`config.mk`:
```
export PLATFORM = sky130hd
export DESIGN_NAME = alu
export DESIGN_NICKNAME = d
export VERILOG_FILES = /design/src/alu_data_pkg.sv /design/src/alu_op_pkg.sv /design/src/alu.sv /design/src/dec_register.sv /design/src/gate_bank.sv /design/src/op_demux.sv /design/src/result_mux.sv /design/src/shift_add_mult.sv
export VERILOG_INCLUDE_DIRS = /design/src
export SDC_FILE = /design/constraint.sdc
export NUM_CORES = 1
export LEC_CHECK = 0
export ABC_AREA = 1
export BUFFER_PORTS_ARGS = -buffer_cell sky130_fd_sc_hd__buf_2
export CAP_MARGIN = 25
export CORE_ASPECT_RATIO = 1.2
export CORE_MARGIN = 1
export CORE_UTILIZATION = 35
export CTS_CLUSTER_DIAMETER = 30
export DETAILED_ROUTE_END_ITERATION = 10
export PLACE_DENSITY = 0.49
export SLEW_MARGIN = 25
export SYNTH_ARGS = -nofsm -noshare
export SYNTH_HDL_FRONTEND = slang
export SYNTH_SLANG_ARGS = --single-unit
```
`constraint.sdc`:
```
create_clock -name clk -period 2.5 [get_ports clk]
set_input_delay 0.375 -clock clk [delete_from_list [all_inputs] [get_ports clk]]
set_output_delay 0.375 -clock clk [all_outputs]
set_load 0.05 [all_outputs]
```
`src/alu_macros.svh`:
```
`ifndef ALU_MACROS_SVH
`define ALU_MACROS_SVH

// width of both operands and of data_out
`define ALU_W 8

// opcode width; four bits select one of the functional slots
`define ALU_OP_W 4

// one slot per opcode value, so 2 ** ALU_OP_W
`define ALU_N_OPS 16

// shift-and-add iterations, one per multiplier bit
`define ALU_MULT_CYCLES 8

`endif

```
`src/alu_data_pkg.sv`:
```
`default_nettype none

`include "alu_macros.svh"

package alu_data_pkg;

   // operand pair as it travels through the demux, a in the upper byte
   typedef struct packed {
      logic [`ALU_W-1:0] a;
      logic [`ALU_W-1:0] b;
   } operand_pair_t;

   // compare result byte, lt lands in bit 0 and the top five bits stay zero
   typedef struct packed {
      logic [4:0] rsvd;  // always zero on the bus
      logic       gt;    // a > b unsigned
      logic       eq;    // a == b
      logic       lt;    // a < b unsigned
   } cmp_flags_t;

   // one result byte per opcode, indexed by the opcode value
   typedef logic [`ALU_N_OPS-1:0][`ALU_W-1:0] result_array_t;

endpackage

`default_nettype wire

```
`src/alu_op_pkg.sv`:
```
`default_nettype none

`include "alu_macros.svh"

package alu_op_pkg;

   // opcode encoding, the code is also the slot index in every per-op array
   typedef enum logic [`ALU_OP_W-1:0] {
      op_add   = 4'd0,   // a + b, low byte
      op_carry = 4'd1,   // carry out of a + b
      op_half  = 4'd2,   // a shifted right by one
      op_lsb   = 4'd3,   // lowest bit of a
      op_mul   = 4'd4,   // multi-cycle multiply, low byte of the product
      op_cmp   = 4'd5,   // unsigned compare flags of a against b
      op_buf   = 4'd6,   // a passed straight through
      op_not   = 4'd7,   // bitwise not of a
      op_and   = 4'd8,
      op_nand  = 4'd9,
      op_or    = 4'd10,
      op_nor   = 4'd11,
      op_xor   = 4'd12,
      op_xnor  = 4'd13,
      op_dec   = 4'd14,  // read the register and count it down
      op_load  = 4'd15   // read the register and load it from a
   } alu_op_e;

   // activate vector, exactly one bit set for the current opcode
   typedef logic [`ALU_N_OPS-1:0] op_onehot_t;

endpackage

`default_nettype wire

```
`src/alu.sv`:
```
`timescale 1ns/1ns
`default_nettype none

`include "alu_macros.svh"

module alu (
   input  logic                clk,
   input  logic                rst_n,
   input  alu_op_pkg::alu_op_e op,
   input  logic [`ALU_W-1:0]   data_in1,
   input  logic [`ALU_W-1:0]   data_in2,
   output logic [`ALU_W-1:0]   data_out,
   output logic                mult_done
);

   import alu_op_pkg::*;
   import alu_data_pkg::*;

   operand_pair_t                  operands;        // both data inputs as one payload
   operand_pair_t [`ALU_N_OPS-1:0] operand_slots;   // only the selected slot is non-zero
   op_onehot_t                     activate;        // one enable per block
   result_array_t                  gate_results;    // single-cycle results from the gate bank
   result_array_t                  results;         // all sixteen results seen by the mux
   logic [`ALU_W-1:0]              mult_lo;         // low product byte, zero until done
   logic [`ALU_W-1:0]              dec_value;       // register contents for ops 14 and 15

   assign operands = '{a: data_in1, b: data_in2};

   op_demux #(.payload_t(operand_pair_t)) operand_demux_i (
      .op(op), .payload(operands), .slots(operand_slots));

   // the constant one is steered to form the activate vector
   op_demux #(.payload_t(logic)) activate_demux_i (
      .op(op), .payload(1'b1), .slots(activate));

   gate_bank gate_bank_i (.slots(operand_slots), .results_comb(gate_results));

   shift_add_mult shift_add_mult_i (
      .clk(clk), .rst_n(rst_n), .active(activate[op_mul]),
      .operands(operand_slots[op_mul]), .product_lo(mult_lo), .mult_done(mult_done));

   dec_register dec_register_i (
      .clk(clk), .rst_n(rst_n), .dec_en(activate[op_dec]), .load_en(activate[op_load]),
      .load_value(operand_slots[op_load].a), .value(dec_value));

   // sequential block outputs take their own entries in the result array
   always_comb begin
      results          = gate_results;
      results[op_mul]  = mult_lo;
      results[op_dec]  = dec_value;
      results[op_load] = dec_value;  // load reads the current value as well
   end

   result_mux result_mux_i (.op(op), .results(results), .data_out(data_out));

endmodule

`default_nettype wire

```
`src/dec_register.sv`:
```
`timescale 1ns/1ns
`default_nettype none

`include "alu_macros.svh"

module dec_register (
   input  logic              clk,
   input  logic              rst_n,
   input  logic              dec_en,
   input  logic              load_en,
   input  logic [`ALU_W-1:0] load_value,
   output logic [`ALU_W-1:0] value
);

   logic [`ALU_W-1:0] count_q;  // stored value, what both ops read this cycle

   // the read shows the value from before the edge, the update lands after it
   always_ff @(posedge clk) begin
      if (!rst_n) begin
         count_q <= '0;
      end else if (load_en) begin
         count_q <= load_value;           // op 15 takes operand a
      end else if (dec_en) begin
         count_q <= count_q - 1'b1;       // wraps from 00 to FF
      end
   end

   assign value = count_q;

   // both enables come from one decoded opcode, so they must never overlap
   a_enables_exclusive: assert property (@(posedge clk) disable iff (!rst_n)
      !(dec_en && load_en))
      else $error("dec_register saw load and decrement together");

endmodule

`default_nettype wire

```
`src/gate_bank.sv`:
```
`timescale 1ns/1ns
`default_nettype none

`include "alu_macros.svh"

module gate_bank (
   input  alu_data_pkg::operand_pair_t [`ALU_N_OPS-1:0] slots,
   output alu_data_pkg::result_array_t                  results_comb
);

   import alu_op_pkg::*;
   import alu_data_pkg::*;

   logic [`ALU_W-1:0] sum_wide;   // low byte of a + b for op 0
   logic [`ALU_W:0]   carry_wide; // nine bits so the carry out of the op 1 sum is kept
   cmp_flags_t        flags;      // compare result before it goes on the byte bus

   // add and carry get separate adders since each one reads its own slot
   assign sum_wide   = slots[op_add].a + slots[op_add].b;
   assign carry_wide = {1'b0, slots[op_carry].a} + {1'b0, slots[op_carry].b};

   // unsigned compare of the op 5 slot
   always_comb begin
      flags      = '0;
      flags.lt   = (slots[op_cmp].a <  slots[op_cmp].b);
      flags.eq   = (slots[op_cmp].a == slots[op_cmp].b);
      flags.gt   = (slots[op_cmp].a >  slots[op_cmp].b);
   end

   always_comb begin
      results_comb = '0;  // entries for mul, dec and load are filled elsewhere

      results_comb[op_add]   = sum_wide;
      results_comb[op_carry] = {{(`ALU_W-1){1'b0}}, carry_wide[`ALU_W]}; // 0 or 1

      results_comb[op_half]  = slots[op_half].a >> 1;               // zero fills the top bit
      results_comb[op_lsb]   = {{(`ALU_W-1){1'b0}}, slots[op_lsb].a[0]};

      results_comb[op_cmp]   = flags;

      results_comb[op_buf]   = slots[op_buf].a;
      results_comb[op_not]   = ~slots[op_not].a;

      // b only matters in this two-input group and in add and compare
      results_comb[op_and]   = slots[op_and].a & slots[op_and].b;
      results_comb[op_nand]  = ~(slots[op_nand].a & slots[op_nand].b);
      results_comb[op_or]    = slots[op_or].a | slots[op_or].b;
      results_comb[op_nor]   = ~(slots[op_nor].a | slots[op_nor].b);
      results_comb[op_xor]   = slots[op_xor].a ^ slots[op_xor].b;
      results_comb[op_xnor]  = ~(slots[op_xnor].a ^ slots[op_xnor].b);
   end

endmodule

`default_nettype wire

```
`src/op_demux.sv`:
```
`timescale 1ns/1ns
`default_nettype none

`include "alu_macros.svh"

module op_demux #(
   parameter type payload_t = logic  // any packed payload, one bit up to a whole struct
) (
   input  alu_op_pkg::alu_op_e        op,
   input  payload_t                   payload,
   output payload_t [`ALU_N_OPS-1:0]  slots
);

   logic [`ALU_N_OPS-1:0] slot_busy;  // one flag per slot that carries something

   // flat decoder, the selected slot gets the payload and the rest read zero
   always_comb begin
      for (int i = 0; i < `ALU_N_OPS; i++) begin
         if (op == i) begin
            slots[i] = payload;  // this is the block the opcode steers to
         end else begin
            slots[i] = '0;       // idle blocks see quiet inputs
         end
      end
   end

   always_comb begin
      for (int i = 0; i < `ALU_N_OPS; i++) begin
         slot_busy[i] = (slots[i] != '0);
      end
   end

   // downstream blocks rely on seeing at most one live operand set
   always_comb begin
      assert ($onehot0(slot_busy))
         else $error("op_demux drives more than one slot, op %0d", op);
   end

endmodule

`default_nettype wire

```
`src/result_mux.sv`:
```
`timescale 1ns/1ns
`default_nettype none

`include "alu_macros.svh"

module result_mux (
   input  alu_op_pkg::alu_op_e     op,
   input  alu_data_pkg::result_array_t results,
   output logic [`ALU_W-1:0]       data_out
);

   logic [`ALU_OP_W-1:0] sel;           // opcode as plain bits, one bit per tree level
   logic [`ALU_W-1:0]    lvl_a [8];     // first level, pairs picked by sel[0]
   logic [`ALU_W-1:0]    lvl_b [4];     // second level, picked by sel[1]
   logic [`ALU_W-1:0]    lvl_c [2];     // third level, picked by sel[2]

   assign sel = op;

   // four 2:1 stages, the lowest opcode bit splits neighbouring results first
   always_comb begin
      for (int i = 0; i < 8; i++) begin
         lvl_a[i] = sel[0] ? results[2*i+1] : results[2*i];
      end
      for (int i = 0; i < 4; i++) begin
         lvl_b[i] = sel[1] ? lvl_a[2*i+1] : lvl_a[2*i];
      end
      for (int i = 0; i < 2; i++) begin
         lvl_c[i] = sel[2] ? lvl_b[2*i+1] : lvl_b[2*i];
      end
      data_out = sel[3] ? lvl_c[1] : lvl_c[0];  // root of the tree
   end

endmodule

`default_nettype wire

```
`src/shift_add_mult.sv`:
```
`timescale 1ns/1ns
`default_nettype none

`include "alu_macros.svh"

module shift_add_mult (
   input  logic                        clk,
   input  logic                        rst_n,
   input  logic                        active,
   input  alu_data_pkg::operand_pair_t operands,
   output logic [`ALU_W-1:0]           product_lo,
   output logic                        mult_done
);

   logic [3:0]          count;   // iterations done, 0 means idle or aborted
   logic [2*`ALU_W-1:0] mcand;   // multiplicand, shifted left one place per iteration
   logic [`ALU_W-1:0]   mplier;  // multiplier, its low bit decides each add
   logic [2*`ALU_W-1:0] acc;     // running product, the top byte is never read out
   logic                finished;

   // control state clears on reset and whenever op 4 goes away
   always_ff @(posedge clk) begin
      if (!rst_n || !active) begin
         count <= '0;
      end else if (count != 4'(`ALU_MULT_CYCLES)) begin
         count <= count + 4'd1;  // holds at the final count until the op changes
      end
   end

   // datapath, the first active cycle takes the operands and does iteration one
   always_ff @(posedge clk) begin
      if (active && count == '0) begin
         acc    <= operands.b[0] ? {{`ALU_W{1'b0}}, operands.a} : '0;
         mcand  <= {{(`ALU_W-1){1'b0}}, operands.a, 1'b0};
         mplier <= operands.b >> 1;
      end else if (active && count != 4'(`ALU_MULT_CYCLES)) begin
         if (mplier[0]) begin
            acc <= acc + mcand;  // add the shifted multiplicand for a set bit
         end
         mcand  <= mcand << 1;
         mplier <= mplier >> 1;
      end
   end

   assign finished   = (count == 4'(`ALU_MULT_CYCLES));
   assign mult_done  = active & finished;  // drops as soon as the opcode moves on
   assign product_lo = mult_done ? acc[`ALU_W-1:0] : '0;  // zero until the run completes

   // done can only appear after an edge where the multiply was still selected
   a_done_after_active: assert property (@(posedge clk) disable iff (!rst_n)
      $rose(mult_done) |-> $past(active))
      else $error("mult_done rose without op 4 held");

   a_count_range: assert property (@(posedge clk) disable iff (!rst_n)
      count <= 4'(`ALU_MULT_CYCLES))
      else $error("multiplier counter ran past %0d", `ALU_MULT_CYCLES);

endmodule

`default_nettype wire

```
==> summary.txt <==
Placed design
  – PortBufs: 30
  – Final GP Congestion: 0.927
  – Final HPWL DP: 10,900 um

Cells and area
  – Nets: between 700 and 800
  – Layout cells sized above 1: 0.260
  – Antenna fix cells: 0
  – Filler cell count: between 1,000 and 1,500
  – Finished Core Util: 0.492
  – Synth-to-Final Area Change: 35.0%

Clock network
  – Worst-skew pair later-pin latency: between 0.2 and 0.3 ns
  – CTS root buffer: clkbuf_16
  – Clock Pin Slew Worst Setup and Hold Paths: approximately 0.050 ns
  – CTS tree: yes
  – Clock buffer count from CTS: 5
  – CTS H-tree depth: 2
  – Clk buf depth: 2
  – Post-CTS Hold Buffers: 0
  – Clock Sinks: 34

Hold path
  – Hold Path Sink: dec_register_i.value[0]$_SDFFE_PN0P_
  – Hold_sp: rst_n
  – Hold crit path type: input pin to flop
  – WHS Path Cells: 3

Global routing
  – First-pass GRT wire length: between 20,000 and 25,000 um
  – Total Routing Usage GR: 0.258
  – Grt ovf: 0
  – Antenna violations before repair: 0
  – Vias in the first global route: about 4,200
  – Largest net degree at the start of global routing: 32

STA
  – Skew final: about 0.0043 ns
  – Worst setup margin: -0.156 ns
  – Worst Tran Pin Value: between 0.4 and 0.5 ns
  – RSZ-0062 raised after global routing: yes
  – Tmin final: between 2 and 3 ns
  – Setup TNS: -0.864 ns
  – Setup violations, final: 8
  – Final Hold Violating Endpoints: 0
  – Fmax: about 380 MHz
  – Final period util: 1.06
  – Pins over their slew limit: 0
  – Max transition margin: 0.721

Floorplanning
  – Rows: 40
  – Initial Util: 0.364
  – DIE WIDTH: 95.6 um
  – Chip height: between 100 and 150 um
  – Ports: 31
  – Area of the core: 10,100 sq um
  – Die area: 10,900 sq um

Power and ir drop
  – Pwr dens: 362 nW/um^2
  – Maximum vdd drop: ~0.00025 V
  – Leakage power: ~0.0024 uW
  – Total power: approximately 1800 uW

Yosys
  – Async SR Flop Fraction: 0
  – Top-area cell type share of the netlist area: 0.190
  – Post-synthesis sequential area ratio: 0.245
  – Top post-synthesis cells by count: 186 x nand2_1, 83 x nor2_1, 57 x inv_1, 47 x o21ai_0
  – Mapped cell area: around 3700 sq um
  – Syn avg cell area: 6.18 sq um
  – FF+latch count, synth: 34
  – Synth area leader: nand2_1
  – Area contributors post-synth: nand2_1 19%, edfxtp_1 18%, ha_1 11%, nor2_1 8.5%, dfxtp_1 6.5%
  – Post-synth EDFFs: 22
  – Cell with the most instances after synthesis: nand2_1
  – Post-synthesis net count: between 600 and 700
  – Most used DFF post-synth: edfxtp_1
  – Synth Warn #: 0
  – Cell variety after synth: 35
  – Cell count after synthesis: just under 600

Critical path
  – CP Max Fanout: 12
  – R2r endpoint: shift_add_mult_i.acc[5]$_DFFE_PP_
  – R2R Setup Slk: between 0.6 and 0.7 ns
  – Critical Path AT: roughly 2.3 ns
  – WP data required: roughly 2.1 ns
  – Setup CP Type: input pin to output pin
  – Endpoint class of the critical path: output pin
  – Reg2Reg Depth: 9
  – Worst setup SP type: input pin
  – FF-to-FF Start: shift_add_mult_i.acc[1]$_DFFE_PP_

Routing
  – Wirelength per Cell: about 16 um
  – Pre-antenna DRT Iters: 6
  – Routed Antenna Nets: 0
  – DRC violations left: 0
  – Vias/cell: 5.19
  – Vias: 4,273
  – Drt total wl: around 13,000 um
  – Starting DRT DRC Count: roughly 220

Job
  – Max-Cap Viols: 0

Status
  – Violated checks: setup timing
  – Status: finished, violations left
cells by family after synthesis:
group	Yosys count	share of synthesized area
DFF	34	0.245
AOI/OAI and AO/OA	108	0.160
buffers and inverters	77	0.0802
and+or+nand+nor	335	0.377
adders and majority gates	33	0.116
muxes	1	0.00272
xor gates and xnor gates	8	0.0190
sequential cells by signal (all words and copies together) (netlist names):
signal / count
shift_add_mult_i.count: 4
shift_add_mult_i.mplier: 7
shift_add_mult_i.mcand: 7
shift_add_mult_i.acc: 8
dec_register_i.value: 8
metrics by stage:
step | std cells | instance area, sq um | worst slack (ns) | hold WS [ns]
6_report | 823 | 4970 | -0.156 | 0.350
5_1_grt | 823 | 4970 | -0.301 | 0.389
4_1_cts | 821 | 4840 | -0.141 | 0.344
3_5_place_dp | 810 | 4510 | -0.388 | 0.491
3_3_place_gp | 810 | 4510 | -0.372 | 0.483
2_1_floorplan | 596 | 3750 | -0.117 | 0.459
worst max path at each step:
| stage | from | end | slack (ns) |
|---|---|---|---|
| 5_1_grt | op[2] | data_out[6] | -0.30 |
| 6_report | op[2] | data_out[6] | -0.16 |
| 3_5_place_dp | op[2] | data_out[6] | -0.39 |
| 2_1_floorplan | op[2] | data_out[1] | -0.12 |
| 3_3_place_gp | op[2] | data_out[6] | -0.37 |
| 4_1_cts | op[1] | data_out[0] | -0.14 |
power breakdown:
group	leakage [uW]	internal [uW]	switching [uW]
Combinational	0.00204	214	343
Sequential	0.000309	609	10.3
Clock	0.0000729	394	230
layer usage:
layer	routed length, um	track usage	vias to the layer above
met5	0	0	-
met4	511	0.113	0
met3	623	0.0352	22
met2	6310	0.435	106
met1	5770	0.325	1974
li1	-	-	2171
critical path, stage by stage:
cell and delay, ns:
buf_6 0.11, nor2_4 0.14, inv_2 0.08, nor2_4 0.17
inv_6 0.08, nor2_2 0.11, ha_2 0.21, fa_2 0.26
nand4_1 0.13, nand4_1 0.11, nand3_2 0.13, nand2_1 0.10
nand2_1 0.06, nand2_2 0.08, buf_8 0.14
final cells by class:
class	count	area, sq um	share of cell area
Clock buffer	6	139	0.0279
Clock inverter	2	12.5	0.00252
Inverter	69	269	0.0541
Multi-Input combinational cell	485	2710	0.545
Sequential cell	34	901	0.181
Tap cell	126	158	0.0317
Timing Repair Buffer	100	774	0.156
Timing Repair inverter	1	7.51	0.00151
repair_timing:
| action | in CTS | in global routing |
|---|---|---|
| gates cloned | 1 | 0 |
| resized for setup | 48 | 29 |
| endpoints found under the setup margin | 8 | 8 |
| setup buffers | 2 | 2 |
| pin swaps | 18 | 21 |
layout by cell type (no fill, tap or decap), types with 11 or more instances in the layout:
cell	count
nand2_2	13
buf_4	66
a21oi_1	29
nand2_1	174
inv_1	55
o21ai_0	45
nor2_2	15
nor2_1	69
nand3_1	27
dfxtp_1	12
buf_2	19
edfxtp_1	22
ha_1	27
buf_6	11
Note: power is estimated with default switching activity, not from simulation.
